<file path="src/verilog/lsu_pkg.sv">
package lsu_pkg;

   localparam int GRLEN  = 32;
   localparam int REG_AW = 5;

   // memory operation codes from the execute stage
   typedef enum logic [3:0] {
      LD_B  = 4'd0,
      LD_BU = 4'd1,
      LD_H  = 4'd2,
      LD_HU = 4'd3,
      LD_W  = 4'd4,
      ST_B  = 4'd5,
      ST_H  = 4'd6,
      ST_W  = 4'd7,
      LL_W  = 4'd8,
      SC_W  = 4'd9
   } lsu_op_e;

   typedef struct packed {
      lsu_op_e           op;
      logic [GRLEN-1:0]  base;
      logic [GRLEN-1:0]  offset;
      logic [GRLEN-1:0]  wdata;
      logic [REG_AW-1:0] rd;
      logic              wen;
   } lsu_req_t;

   typedef struct packed {
      logic [GRLEN-1:0]  addr;
      logic              wr;
      logic [3:0]        wstrb;
      logic [GRLEN-1:0]  wdata;
      logic              ll;
      logic              sc;
   } mem_req_t;

   // what the completion side needs to remember per operation
   typedef struct packed {
      lsu_op_e           op;
      logic [1:0]        addr_lo;
      logic [REG_AW-1:0] rd;
      logic              wen;
      logic              ale;
   } pend_t;

   typedef struct packed {
      logic [GRLEN-1:0]  data;
      logic [REG_AW-1:0] rd;
      logic              wen;
      logic              ale;
   } lsu_result_t;

endpackage

</file>
<file path="src/verilog/lsu_issue.sv">
`timescale 1ns/10ps

module lsu_issue import lsu_pkg::*; (
   input  logic     issue_valid,
   input  lsu_req_t issue,
   output logic     issue_ready,

   input  logic     mem_addr_ok,
   output logic     mem_req_valid,
   output mem_req_t mem_req,

   input  logic     pend_full,
   output logic     pend_push,
   output pend_t    pend_entry
);

   logic [GRLEN-1:0] addr;
   logic             is_half;
   logic             is_word;
   logic             is_store;
   logic             is_ll;
   logic             is_sc;
   logic             ale;
   logic [3:0]       strb;
   logic [GRLEN-1:0] wdata_fmt;

   assign addr = issue.base + issue.offset;

   // access size and kind
   always_comb begin
      is_half  = 1'b0;
      is_word  = 1'b0;
      is_store = 1'b0;
      is_ll    = 1'b0;
      is_sc    = 1'b0;
      case (issue.op)
         LD_H, LD_HU: is_half = 1'b1;
         LD_W:        is_word = 1'b1;
         ST_B:        is_store = 1'b1;
         ST_H: begin
            is_half  = 1'b1;
            is_store = 1'b1;
         end
         ST_W: begin
            is_word  = 1'b1;
            is_store = 1'b1;
         end
         LL_W: begin
            is_word = 1'b1;
            is_ll   = 1'b1;
         end
         SC_W: begin
            is_word  = 1'b1;
            is_store = 1'b1;
            is_sc    = 1'b1;
         end
         default: ;
      endcase
   end

   // natural alignment
   assign ale = (is_half && addr[0]) || (is_word && (addr[1:0] != 2'b00));

   always_comb begin
      if (is_word) begin
         strb      = 4'b1111;
         wdata_fmt = issue.wdata;
      end else if (is_half) begin
         strb      = 4'b0011 << addr[1:0];
         wdata_fmt = {2{issue.wdata[15:0]}};
      end else begin
         strb      = 4'b0001 << addr[1:0];
         wdata_fmt = {4{issue.wdata[7:0]}};
      end
   end

   // a misaligned op never reaches memory, so it does not wait for addr_ok
   assign mem_req_valid = issue_valid && !ale && !pend_full;
   assign issue_ready   = !pend_full && (ale || mem_addr_ok);
   assign pend_push     = issue_valid && issue_ready;

   assign mem_req.addr  = addr;
   assign mem_req.wr    = is_store;
   assign mem_req.wstrb = is_store ? strb : 4'b0000;
   assign mem_req.wdata = wdata_fmt;
   assign mem_req.ll    = is_ll;
   assign mem_req.sc    = is_sc;

   assign pend_entry.op      = issue.op;
   assign pend_entry.addr_lo = addr[1:0];
   assign pend_entry.rd      = issue.rd;
   assign pend_entry.wen     = issue.wen;
   assign pend_entry.ale     = ale;

endmodule

</file>
<file path="src/verilog/lsu_load_align.sv">
`timescale 1ns/10ps

module lsu_load_align import lsu_pkg::*; (
   input  pend_t            head,
   input  logic             head_valid,
   input  logic             mem_data_ok,
   input  logic [GRLEN-1:0] mem_rdata,
   input  logic             mem_sc_ok,
   output logic             pop,
   output logic             result_valid,
   output lsu_result_t      result
);

   logic             done;
   logic [7:0]       sel_byte;
   logic [15:0]      sel_half;
   logic [GRLEN-1:0] load_data;

   // errored ops have no memory response to wait for
   assign done = head_valid && (head.ale || mem_data_ok);

   assign pop          = done;
   assign result_valid = done;

   assign sel_byte = mem_rdata[{head.addr_lo, 3'b000} +: 8];
   assign sel_half = mem_rdata[{head.addr_lo[1], 4'b0000} +: 16];

   always_comb begin
      case (head.op)
         LD_B:       load_data = {{(GRLEN-8){sel_byte[7]}}, sel_byte};
         LD_BU:      load_data = {{(GRLEN-8){1'b0}}, sel_byte};
         LD_H:       load_data = {{(GRLEN-16){sel_half[15]}}, sel_half};
         LD_HU:      load_data = {{(GRLEN-16){1'b0}}, sel_half};
         LD_W, LL_W: load_data = mem_rdata;
         SC_W:       load_data = {{(GRLEN-1){1'b0}}, mem_sc_ok};
         // plain stores write nothing back
         default:    load_data = '0;
      endcase
   end

   assign result.data = head.ale ? '0 : load_data;
   assign result.rd   = head.rd;
   assign result.wen  = head.wen;
   assign result.ale  = head.ale;

endmodule

</file>
<file path="src/verilog/lsu_pend_queue.sv">
`timescale 1ns/10ps

module lsu_pend_queue import lsu_pkg::*; #(
   parameter int PEND_DEPTH = 4
) (
   input  logic  clk,
   input  logic  rst_n,
   input  logic  push,
   input  pend_t entry,
   input  logic  pop,
   output pend_t head,
   output logic  head_valid,
   output logic  full
);

   localparam int PTR_W = $clog2(PEND_DEPTH);
   localparam logic [PTR_W:0] FULL_CNT = (PTR_W+1)'(PEND_DEPTH);

   pend_t            slots [PEND_DEPTH];
   logic [PTR_W-1:0] wr_ptr;
   logic [PTR_W-1:0] rd_ptr;
   logic [PTR_W:0]   count;
   logic             tail_ale;

   always_ff @(posedge clk) begin
      if (push) begin
         slots[wr_ptr] <= entry;
      end
   end

   // pointers wrap on their own since the depth is a power of two
   always_ff @(posedge clk or negedge rst_n) begin
      if (!rst_n) begin
         wr_ptr   <= '0;
         rd_ptr   <= '0;
         count    <= '0;
         tail_ale <= 1'b0;
      end else begin
         if (push) begin
            wr_ptr   <= wr_ptr + 1'b1;
            tail_ale <= entry.ale;
         end
         if (pop) begin
            rd_ptr <= rd_ptr + 1'b1;
         end
         case ({push, pop})
            2'b10:   count <= count + 1'b1;
            2'b01:   count <= count - 1'b1;
            default: ;
         endcase
      end
   end

   assign head       = slots[rd_ptr];
   assign head_valid = (count != '0);

   // a misaligned entry completes without mem_data_ok, so nothing is
   // accepted behind it until it is the head and pops at once.
   // otherwise its completion could land on a later op's data_ok pulse
   assign full = (count == FULL_CNT) || (tail_ale && (count > (PTR_W+1)'(1)));

endmodule

</file>
<file path="src/verilog/lsu_top.sv">
`timescale 1ns/10ps

module lsu_top import lsu_pkg::*; #(
   parameter int PEND_DEPTH = 4
) (
   input  logic             clk,
   input  logic             rst_n,

   input  logic             issue_valid,
   input  lsu_req_t         issue,
   output logic             issue_ready,

   output logic             mem_req_valid,
   output mem_req_t         mem_req,
   input  logic             mem_addr_ok,
   input  logic             mem_data_ok,
   input  logic [GRLEN-1:0] mem_rdata,
   input  logic             mem_sc_ok,

   output logic             result_valid,
   output lsu_result_t      result
);

   logic  pend_full;
   logic  pend_push;
   pend_t pend_entry;
   pend_t pend_head;
   logic  pend_head_valid;
   logic  pend_pop;

   lsu_issue u_issue (
      .issue_valid   (issue_valid),
      .issue         (issue),
      .issue_ready   (issue_ready),
      .mem_addr_ok   (mem_addr_ok),
      .mem_req_valid (mem_req_valid),
      .mem_req       (mem_req),
      .pend_full     (pend_full),
      .pend_push     (pend_push),
      .pend_entry    (pend_entry)
   );

   lsu_pend_queue #(
      .PEND_DEPTH (PEND_DEPTH)
   ) u_pend_queue (
      .clk        (clk),
      .rst_n      (rst_n),
      .push       (pend_push),
      .entry      (pend_entry),
      .pop        (pend_pop),
      .head       (pend_head),
      .head_valid (pend_head_valid),
      .full       (pend_full)
   );

   lsu_load_align u_load_align (
      .head         (pend_head),
      .head_valid   (pend_head_valid),
      .mem_data_ok  (mem_data_ok),
      .mem_rdata    (mem_rdata),
      .mem_sc_ok    (mem_sc_ok),
      .pop          (pend_pop),
      .result_valid (result_valid),
      .result       (result)
   );

endmodule
</file>
<file path="config.mk">
export PLATFORM = sky130hd
export DESIGN_NAME = lsu_top
export DESIGN_NICKNAME = d
export VERILOG_FILES = /design/src/verilog/lsu_pkg.sv /design/src/verilog/lsu_issue.sv /design/src/verilog/lsu_load_align.sv /design/src/verilog/lsu_pend_queue.sv /design/src/verilog/lsu_top.sv
export SDC_FILE = /design/constraint.sdc
export NUM_CORES = 1
export LEC_CHECK = 0
export BUFFER_PORTS_ARGS = -buffer_cell sky130_fd_sc_hd__buf_2
export CAP_MARGIN = 20
export CORE_ASPECT_RATIO = 1.1
export CORE_MARGIN = 5
export CORE_UTILIZATION = 52
export DETAILED_ROUTE_END_ITERATION = 7
export PLACE_DENSITY = 0.87
export SLEW_MARGIN = 20
export SYNTH_ARGS = -nofsm -noshare
export SYNTH_HDL_FRONTEND = slang
export SYNTH_SLANG_ARGS = --single-unit
</file>
<file path="constraint.sdc">
create_clock -name clk -period 12.2 [get_ports clk]
set_input_delay 3.66 -clock clk [delete_from_list [all_inputs] [get_ports clk]]
set_output_delay 3.66 -clock clk [all_outputs]
set_load 0.03 [all_outputs]
</file>
# == Word level (Yosys, flattened, before mapping) ==
# Memories as Yosys holds them, arrays and structs flattened.
# Cells that the tools add are included.
# op_classes
n_eq_ne,17
shifts,4
reduce_logical,22
add_sub_neg,5
magnitude_cmp,1
n_mux,15
# op_table
operator,n
32-bit case mux with 6 select lines,1
32-bit two-way mux,3
32-bit adder,1
32-bit by 6-bit variable part select with 16-bit output,1
32-bit by 6-bit variable part select with 8-bit output,1
4-bit by 3-bit == test with 1-bit output (second input constant),5
4-bit by 2-bit == test with 1-bit output (second input constant),4
4-bit == test (second input constant),4
4-bit two-way mux,3
1-bit logical AND,8
4-bit OR reduction,2
1-bit two-way mux,7
3-bit case mux with 2 select lines,1
2-bit by 1-bit adder with 2-bit output (second input constant),2
4-bit by 1-bit == test with 1-bit output (second input constant),1
4-bit logical NOT,1
1-bit logical OR,4
2-bit nonzero test,2
1-bit by 2-bit << shifter with 4-bit output (first input constant),1
2-bit by 2-bit << shifter with 4-bit output (first input constant),1
3-bit by 1-bit adder with 3-bit output (second input constant),1
3-bit == test (second input constant),1
3-bit by 1-bit > comparator with 1-bit output (second input constant),1
3-bit nonzero test,1
6 further kinds,7
# word_totals
regBits,8
input_bits,144
mem_count,1
ramBits,52
word_cells,69
# memory_table
name,words,width,rd,rd_clocked_by_memory_dff,wr,line_no,text
u_pend_queue.slots,4,13,1,0,1,lsu_pend_queue.sv:19,pend_t slots [PEND_DEPTH];

# == Logic depth before layout (Yosys ltp) ==
# Gate-level depths: netlist (run 1).
# depth
depth_word,10
mapped_depth,12
depth_no_buf,12

# == Cells and area by module ==
# Synthesis (run 1) repeated with hierarchy kept, for this count alone.
# hier_totals
hier_cells,581
area_unflattened_um2,5816.8
# modules_own_cells
mod,area_each_um2,seq_area_each_um2,n_inst,cells_per_inst
lsu_issue,2532.4,0.0,1,338
lsu_pend_queue,2392.3,1761.7,1,115
lsu_load_align,892.1,0.0,1,128

# == Least setup slack after synthesis (run 1) ==
# Ideal clock, no wire load.
# synth_timing
kind,input to output
startpoint,input issue[38] (netlist name)
endpoint,output mem_req[67] (netlist name)
cell_stages,10
setup_slack_ns,2.602
t_required_ns,8.540
path_buffers,0
arrival_ns,5.938
path_cell_list,ha_1 > inv_1 > fa_1 > nand2b_1 > a2111oi_2 > o2111ai_1 > nand3_1 > nand3_1 > a21oi_1 > xor2_1
# synth_lines
element,line_no,text
start: declaration,lsu_top.sv:10,"input lsu_req_t issue,"
end: declaration,lsu_top.sv:14,"output mem_req_t mem_req,"

==> results of run 1 <==
## flip-flops by register name, indices dropped and copies added (netlist names)
register and flops:
u_pend_queue.rd_ptr 2, u_pend_queue.slots 52, u_pend_queue.count 3, u_pend_queue.tail_ale 1, u_pend_queue.wr_ptr 2
## cell usage after synthesis, drive strengths merged (3+ instances only)
cell type | number | area [um2]
nand3 | 8 | 40.0
a21oi | 62 | 310
and3 | 6 | 37.5
nand3b | 3 | 22.5
dfrtp | 8 | 200
mux2i | 18 | 180
nor2b | 5 | 31.3
or2 | 3 | 18.8
o21ai | 26 | 130
a31oi | 7 | 43.8
nor3 | 5 | 25.0
edfxtp | 52 | 1560
a22oi | 8 | 60.1
nor2 | 47 | 196
nand2 | 43 | 161
o21bai | 3 | 22.5
and2 | 7 | 43.8
xor2 | 9 | 78.8
o21a | 6 | 45.0
mux4 | 14 | 315
a21o | 15 | 113
o22ai | 4 | 45.0
inv | 23 | 86.3
xnor2 | 26 | 246
a211oi | 7 | 52.6
nor3b | 3 | 22.5
o211ai | 8 | 73.8
mux2 | 18 | 203
clkbuf | 12 | 46.3
a221oi | 8 | 70.1
buf | 25 | 179
ha | 40 | 500
nand4 | 3 | 18.8
nand2b | 8 | 50.1
## cells by family (layout without fill, tap and decap cells)
| group | Yosys count | count (layout) |
|---|---|---|
| fa+ha+maj | 41 | 41 |
| xor+xnor | 35 | 35 |
| simple gates | 145 | 145 |
| mux | 50 | 50 |
| buf+inv | 60 | 295 |
| compound gates | 176 | 176 |
| flops | 60 | 60 |
## final cells by class
class / instances / area (um2)
multi-input combinational: 447 / 3430
fill: 838 / 3310
sequential: 60 / 1760
timing repair buffer: 256 / 1280
clock buffer: 9 / 225
tap: 143 / 179
inverter: 23 / 86.3
clock inverter: 7 / 75.1
## power by group
group	internal [uW]	total, uW	switching [uW]
clock	159	249	90.1
sequential	264	301	36.8
combinational	280	778	497
## routing by layer
layer  track usage  vias up
met3        0.0510       40
met2         0.428      239
li1              -     2587
met4        0.0868        0
met1         0.286     2518
met5             0        -
## placed cells by master, fill, tap and decap left out, drive strengths merged, types with 4 or more instances in the layout
master and n:
o22ai 4, dfrtp 8, o21ai 26, nor2b 5, buf 256, o21a 6, nor3 5, mux4 14
xor2 9, nor2 47, a21o 15, nand2 43, clkbuf 9, and3 6, and2 7, a31oi 7
edfxtp 52, mux2 18, inv 25, xnor2 26, a22oi 8, a21oi 62, a221oi 8, nand3 8
o211ai 8, a211oi 7, ha 40, mux2i 18, nand2b 8
## metrics by stage
step / cell area, um2 / total power, uW / std cells / util
3_3_place_gp: 6730 / 1050 / 929 / 0.651
5_1_grt: 7040 / 1400 / 945 / 0.680
2_1_floorplan: 5480 / 898 / 567 / -
6_report: 7040 / 1330 / 945 / 0.680
4_1_cts: 7030 / 1330 / 945 / 0.680
3_5_place_dp: 6730 / 1080 / 929 / 0.651
## final timing paths
check | start | end | slack [ns] | depth (start not counted)
max in group asynchronous | rst_n | u_pend_queue.wr_ptr[1] | 8.86 | 1
setup / recovery | issue[38] | mem_req[69] | 2.16 | 12
setup reg to reg | u_pend_queue.rd_ptr[0] | u_pend_queue.count[2] | 9.58 | 7
hold / removal | u_pend_queue.tail_ale | u_pend_queue.tail_ale | 0.54 | 1
hold reg to reg | u_pend_queue.tail_ale | u_pend_queue.tail_ale | 0.54 | 1
min in group asynchronous | rst_n | u_pend_queue.rd_ptr[0] | 3.17 | 1
==> metrics.txt, run 1 <==
Synth Area in Compound Gates=0.213; post_cts resized=0; worst min path class=reg2reg; Post-Syn Nets=752; top sig layer=met4; first-pass GRT wire length=25500 um; postcts setup bufs=0; CTS root buf=clkbuf_16; ANT nets after route=0; post-synthesis cell type count=67; H-tree depth=3; TritonRoute pass-1 iters=5; Setup TNS=0 ns; io pins=257; Mapped Area=0.00548 mm2; post-synthesis adder-cell area fraction=0.0949; headroom to the max-slew limit=0.270; Pleak=0.00318 uW; RSZ-0062 raised after global routing=no; met2 wire length=8290 um; Post-Synth Simple-Gate Area=0.128; flop and latch count out of synthesis=60; Warnings, synthesis=0; Slew Viols, Final=0; clock buffer depth=2; clk sinks=60; initial antenna violation count=0; WL per Instance=16.8 um; # hold bufs at CTS=0; Startpoint Class=input port; Port Buffers=256; clk_skew=0.00650 ns; overall die height=118 um; pre-CTS WS=2.23 ns; Placer Congestion=0.954; vias=5384; vias in the first global route=5459; ratio of cells with drive above 1 in the final layout=0.399; DR iter-0 viols=292; period utilization=0.823; slowest CP cell=a2111oi_2; cell mode on critical path=buf_2; Inserted Diodes=0; total gr overflow=0; min Tclk post-route=10.04 ns; Seq/Total Area, Yosys=0.321; length of routed met3 wiring=1090 um; row count=39; required time of the critical path=8.54 ns; mux contribution to synthesized area=0.127; Final #Nets=982; worst slew pin tran=1.09 ns; CTS tree=built; largest net degree at the start of global routing=33; Detail Placement HPWL=12900 um; final-report hold violation count=0; area delta synth->final=28.4%; total track usage=0.242; Core Region=0.0103 mm2; Starting Density=0.530; Post-synth EDFFs=52; combinational family with the most area after synthesis=compound AO/OA/AOI/OAI gates; Post-route DRC=0; Max-cap violations=0; die width=108 um; Crit. End Element=output pin; Peak VDD IR=0.000102 V; Clk Latency, worst-skew pair=0.33 ns; cts bufs inserted=9; Async S/R FF share, synth=0.133; peak fanout along the critical path=4; status=finished clean; crit-path max cell delay=0.52 ns; Synth Instances=567; Die Area=0.0127 mm2; Hold Slack=0.541 ns; syn_area_per_cell=9.67 um2; Final WS setup=2.16 ns; WL final=15900 um; CP Cell Sequence=buf_2 > ha_1 > inv_1 > fa_1 > nand2b_1 > a2111oi_2 > o31ai_1 > o22a_1 > o21ba_2 > o21ai_0 > xnor2_1 > buf_2; xor-xnor portion of the synthesized cell area=0.0593; Vias per Instance=5.70; Setup violations, final=0; Setup CP Type=in2out; arrival time worst endpoint=6.38 ns; clk slew on worst S/H paths=0.05 ns; Synth Flop Type=edfxtp_1; WL met1=6110 um; Worst path top cell family by delay=compound AO/OA/AOI/OAI gates; pwr dens=189 mW/mm2; Worst Path Buf+Inv=3; Fmax=99.6 MHz
No activity file was read; power rests on OpenSTA's default activity.
==> inputs of run 2 (changes only) <==
- CORE_UTILIZATION: 52 -> 48
- PLACE_DENSITY: 0.87 -> 0.81
- clock period: 12.2 -> 10.2 ns (I/O delays scaled with it)
==> run 2 against run 1 <==
Clock skew fell by 0.0025 ns; register-to-register slack worse by 2.1 ns; die area rose by 7.6%; utilization down 6.0 points; critical path depth unchanged; via count shrank 1.7%; sequential power rose by 20%; worst setup slack got worse by 0.73 ns; critical path type unchanged; highest routed layer unchanged.
==> metrics.txt, run 2 (synthesis gave the netlist of run 1 again) <==
Core Region=0.0113 mm2 (+9.6%); Psw=748 uW (+20%); Pleak=0.00318 uW (about the same); overall die height=122 um (+3.7%); Clk Latency, worst-skew pair=0.33 ns (about the same); H-tree depth=3 (unchanged); most common cell after layout, fill and taps aside=buf_2; ANT nets after route=0 (unchanged); Top Registers=u_pend_queue.slots: 52 flops, u_pend_queue.count: 3 flops; Worst R2R End=u_pend_queue.count[2]; commonest non-fill, non-tap cells in the layout=buf_2, a21oi_1, edfxtp_1, nor2_1, nand2_1; Post-route DRC=0 (unchanged); Setup violations, final=0 (unchanged); Vias per Instance=5.56 (-2.5%); peak fanout along the critical path=4 (unchanged); clock power share=0.174 (-0.013); period utilization=0.860; status=finished clean; die width=112 um (+3.7%); Reg2Reg Depth=6 (-1); initial antenna violation count=0 (unchanged); clock buffer depth=2 (unchanged); sequential share of power=0.231 (+0.004); RSZ-0062 raised after global routing=no; vias in the first global route=5132 (-6.0%); min Tclk post-route=8.77 ns; vias=5294 (-1.7%); clk slew on worst S/H paths=0.05 ns (about the same); clk sinks=60 (unchanged); CTS root buf=clkbuf_16; r2r setup slk=7.49 ns (-2.09 ns); CTS tree=built; Final #Nets=983 (+0.10%); # hold bufs at CTS=0 (unchanged); io pins=257 (unchanged); headroom to the max-slew limit=0.344 (+0.0731); row count=41 (+5.1%); TritonRoute pass-1 iters=5 (unchanged); WL final=15900 um (-0.14%); Setup crit end=mem_req[69]; hold path depth=1 (unchanged); largest net degree at the start of global routing=33 (unchanged); Int Power=817 uW (+16%); ratio of cells with drive above 1 in the final layout=0.400 (+0.000748); area delta synth->final=28.2%; Fmax=114 MHz; postcts setup bufs=0 (unchanged); Detail Placement HPWL=12600 um (-2.7%); Die Area=0.0137 mm2 (+7.6%); non-filler instance count after layout=953 (+0.85%); Crit. End Element=output pin; # placed instances=937 (+0.86%); Top reg by flops=u_pend_queue.slots; final-report hold violation count=0 (unchanged); Max-cap violations=0 (unchanged); Setup TNS=0 ns (unchanged); Inserted Diodes=0 (unchanged); Comb power frac=0.595 (+0.009); Sw Ratio=0.478 (+0.00773); Setup CP Type=in2out; worst slew pin tran=0.983 ns (-0.111 ns); arrival time worst endpoint=5.71 ns (-0.67 ns); first-pass GRT wire length=25100 um (-1.8%); number of flip-flops in the largest register=52 (unchanged); worst flop-to-flop path startpoint=u_pend_queue.rd_ptr[0]; DR iter-0 viols=371 (+27%); total gr overflow=0 (unchanged); Placer Congestion=0.940 (-1.6%); worst min path class=reg2reg; Starting Density=0.484 (-0.0464); Slew Viols, Final=0 (unchanged); total track usage=0.222 (-0.0196); CP startpoint=issue[38]; Peak VDD IR=0.000114 V (+12%); post_cts resized=0 (unchanged); fillers=961 (+15%); Startpoint Class=input port; clk_skew=0.00405 ns (-0.00245 ns); WL per Instance=16.7 um (-0.98%); required time of the critical path=7.14 ns (-1.40 ns); pwr dens=223 mW/mm2 (+18%); Port Buffers=256 (unchanged); cts bufs inserted=9 (unchanged)
-- run 2: critical path, stage by stage --
cell       delay [ns]
buf_2            0.09
ha_1             0.19
inv_1            0.06
fa_1             0.39
nand2b_1         0.20
a2111oi_2        0.51
o31ai_1          0.21
o22a_1           0.23
o21ba_2          0.22
o21ai_0          0.20
xnor2_1          0.14
buf_2            0.21
-- run 2: layout make-up --
class                   instances  area (um2)  area share
flip-flops and latches         60        1760       0.251
well taps                     150         188      0.0267
repair buffers                257        1290       0.183
multi-input cells             447        3430       0.488
clock inverters                 7        51.3     0.00730
inverters                      23        86.3      0.0123
clock buffers                   9         225      0.0320
-- run 2: how the worst min path moves through the flow --
| stage | start | endpoint | slack (ns) |
|---|---|---|---|
| 6_report | u_pend_queue.tail_ale | u_pend_queue.tail_ale | 0.55 |
| 3_3_place_gp | u_pend_queue.tail_ale | u_pend_queue.tail_ale | 0.52 |
| 4_1_cts | u_pend_queue.tail_ale | u_pend_queue.tail_ale | 0.55 |
| 3_5_place_dp | u_pend_queue.tail_ale | u_pend_queue.tail_ale | 0.53 |
| 5_1_grt | u_pend_queue.tail_ale | u_pend_queue.tail_ale | 0.57 |
| 2_1_floorplan | u_pend_queue.tail_ale | u_pend_queue.tail_ale | 0.48 |
-- run 2: metal layers --
metal | share of wire | wire length (um) | vias up | GRT usage
li1 | - | - | 2595 | -
met1 | 0.41 | 6440 | 2460 | 0.276
met5 | 0 | 0 | - | 0
met2 | 0.51 | 8040 | 210 | 0.391
met4 | 0.018 | 292 | 0 | 0.0646
met3 | 0.069 | 1100 | 29 | 0.0477
-- run 2: stage by stage --
| step | hold slack, ns | total power (uW) | instance area, um2 | worst slack, ns | utilization |
|---|---|---|---|---|---|
| detailed placement | 0.533 | 1290 | 6750 | 1.45 | 0.595 |
| finish | 0.549 | 1560 | 7030 | 1.43 | 0.620 |
| global route | 0.566 | 1660 | 7030 | 1.20 | 0.620 |
| global placement | 0.520 | 1270 | 6750 | 1.46 | 0.595 |
| floorplan | 0.483 | 1070 | 5480 | 1.80 | - |
| CTS | 0.553 | 1570 | 7020 | 1.43 | 0.619 |
-- run 2: power by group through the flow --
stage / logic [uW] / clock network [uW] / registers, uW
after detailed placement: 918 / 0 / 367
after floorplan: 739 / 0 / 335
after CTS: 927 / 278 / 364
final: 930 / 273 / 361
after global routing: 999 / 290 / 369
after global placement: 904 / 0 / 364
==> inputs of run 3 (changes only) <==
- clock period: 10.2 -> 9.3 ns (I/O delays scaled with it)
==> run 3 against run 2 <==
Final area rose by 1.1%; largest cell class unchanged; register-to-register slack got worse by 0.87 ns; sequential share of layout area fell by 0.27 points; critical endpoint is now mem_req[67].
==> metrics.txt, run 3 (synthesis gave the netlist of run 1 again) <==
initial antenna violation count=0 (unchanged); WL per Instance=16.6 um (-0.27%); RSZ-0062 raised after global routing=no; area delta synth->final=29.6%; worst slew pin tran=0.867 ns (-0.115 ns); clk_skew=0.00571 ns (+0.00166 ns); number of flip-flops in the largest register=52 (unchanged); Clk Latency, worst-skew pair=0.32 ns (about the same); row count=41 (unchanged); DR iter-0 viols=360 (-3.0%); Placer Congestion=0.940 (about the same); r2r setup slk=6.62 ns (-0.87 ns); non-filler instance count after layout=954 (+0.10%); Startpoint Class=input port; Reg2Reg Depth=6 (unchanged); Detail Placement HPWL=12500 um (-0.28%); post-route cell area=0.00711 mm2 (+1.1%); Pleak=0.00322 uW (+1.4%); first-pass GRT wire length=25400 um (+1.2%); Die Area=0.0137 mm2 (unchanged); Comb power frac=0.567 (-0.028); Design Power=1790 uW (+15%); vias=5292 (-0.038%); Setup violations, final=0 (unchanged); commonest non-fill, non-tap cells in the layout=buf_2, a21oi_1, edfxtp_1, nor2_1, nand2_1; required time of the critical path=6.51 ns (-0.63 ns); postcts setup bufs=0 (unchanged); Psw=816 uW (+9.1%); arrival time worst endpoint=5.42 ns (-0.29 ns); worst min path class=reg2reg; Post-route DRC=0 (unchanged); die width=112 um (unchanged); Hold Slack=0.556 ns (+0.00635 ns); H-tree depth=3 (unchanged); Top reg by flops=u_pend_queue.slots; pwr dens=252 mW/mm2 (+13%); overall die height=122 um (unchanged); Sw Ratio=0.455 (-0.0232); Vias per Instance=5.55 (-0.14%); CTS root buf=clkbuf_16; period utilization=0.883; placed instance area=0.00676 mm2 (+0.22%); peak fanout along the critical path=4 (unchanged); headroom to the max-slew limit=0.422 (+0.0782); clock buffer depth=2 (unchanged); Top Registers=u_pend_queue.slots: 52 flops, u_pend_queue.count: 3 flops; io pins=257 (unchanged); # hold bufs at CTS=0 (unchanged); WL final=15800 um (-0.16%); Slew Viols, Final=0 (unchanged); Setup CP Type=in2out; ratio of cells with drive above 1 in the final layout=0.400 (+0.000747); Starting Density=0.484 (unchanged); total gr overflow=0 (unchanged); most common cell after layout, fill and taps aside=buf_2; sequential share of power=0.222 (-0.009); post_cts resized=0 (unchanged); vias in the first global route=5169 (+0.72%); total track usage=0.224 (+0.00124); Setup TNS=0 ns (unchanged); fillers=974 (+1.4%); final-report hold violation count=0 (unchanged); cts bufs inserted=9 (unchanged); clk sinks=60 (unchanged); TritonRoute pass-1 iters=4 (-1); hold path depth=1 (unchanged); Max-cap violations=0 (unchanged); Int Power=978 uW (+20%); Peak VDD IR=0.000140 V (+23%); largest net degree at the start of global routing=33 (unchanged); Core Region=0.0113 mm2 (unchanged); Inserted Diodes=0 (unchanged); clk slew on worst S/H paths=0.05 ns (about the same); Fmax=122 MHz; Final #Nets=984 (+0.10%); # placed instances=938 (+0.11%); Port Buffers=256 (unchanged); Crit. End Element=output pin; clock power share=0.211 (+0.037); CTS tree=built; ANT nets after route=0 (unchanged); status=finished clean; min Tclk post-route=8.21 ns
[run 3: cell types whose count changed in the layout (fill, tap and decap cells not counted)]
cell,change
clkinv_2,-1
inv_6,+1
clkinv_4,-1
buf_4,+1
bufinv_16,+3
clkinvlp_4,-2
[run 3: path summary, 6_finish.rpt]
path	endpoint	start
max	mem_req[67]	issue[38]
min	u_pend_queue.tail_ale	u_pend_queue.tail_ale
max reg2reg	u_pend_queue.count[2]	u_pend_queue.rd_ptr[0]
min reg2reg	u_pend_queue.tail_ale	u_pend_queue.tail_ale
max in group asynchronous	u_pend_queue.count[1]	rst_n
min in group asynchronous	u_pend_queue.count[2]	rst_n
[run 3: per-layer routing]
| layer | share of wire | global-route usage | vias up |
|---|---|---|---|
| met1 | 0.41 | 0.284 | 2468 |
| met5 | 0 | 0 | - |
| met4 | 0.019 | 0.0677 | 0 |
| met3 | 0.057 | 0.0318 | 32 |
| li1 | - | - | 2596 |
| met2 | 0.51 | 0.396 | 196 |
[run 3: power groups by stage]
stage | Combinational, uW | Sequential [uW] | Clock [uW]
finish | 1020 | 398 | 379
CTS | 1020 | 400 | 383
floorplan | 811 | 368 | 0
detailed placement | 1010 | 404 | 0
global route | 1100 | 407 | 397
global placement | 992 | 400 | 0
[run 3: stage by stage]
step	util	worst slack (ns)
after floorplan	-	1.44
after global placement	0.596	1.10
after detailed placement	0.596	1.11
after CTS	0.627	1.09
after global routing	0.627	0.821
final	0.627	1.09
[run 3: area by class of cell]
type | instances | area (um2) | area share
clock buffers | 9 | 225 | 0.0317
clock inverters | 7 | 121 | 0.0171
inverters | 23 | 86.3 | 0.0121
multi-input cells | 447 | 3430 | 0.482
flip-flops and latches | 60 | 1760 | 0.248
well taps | 150 | 188 | 0.0264
repair buffers | 258 | 1300 | 0.182
[run 3: critical path, stage by stage]
cell	delay [ns]
buf_2	0.08
ha_1	0.19
inv_1	0.06
fa_1	0.39
nand2b_1	0.21
a2111oi_2	0.51
o2111ai_1	0.20
nand3_1	0.20
nand3_1	0.10
a21oi_1	0.25
xor2_1	0.20
buf_2	0.22
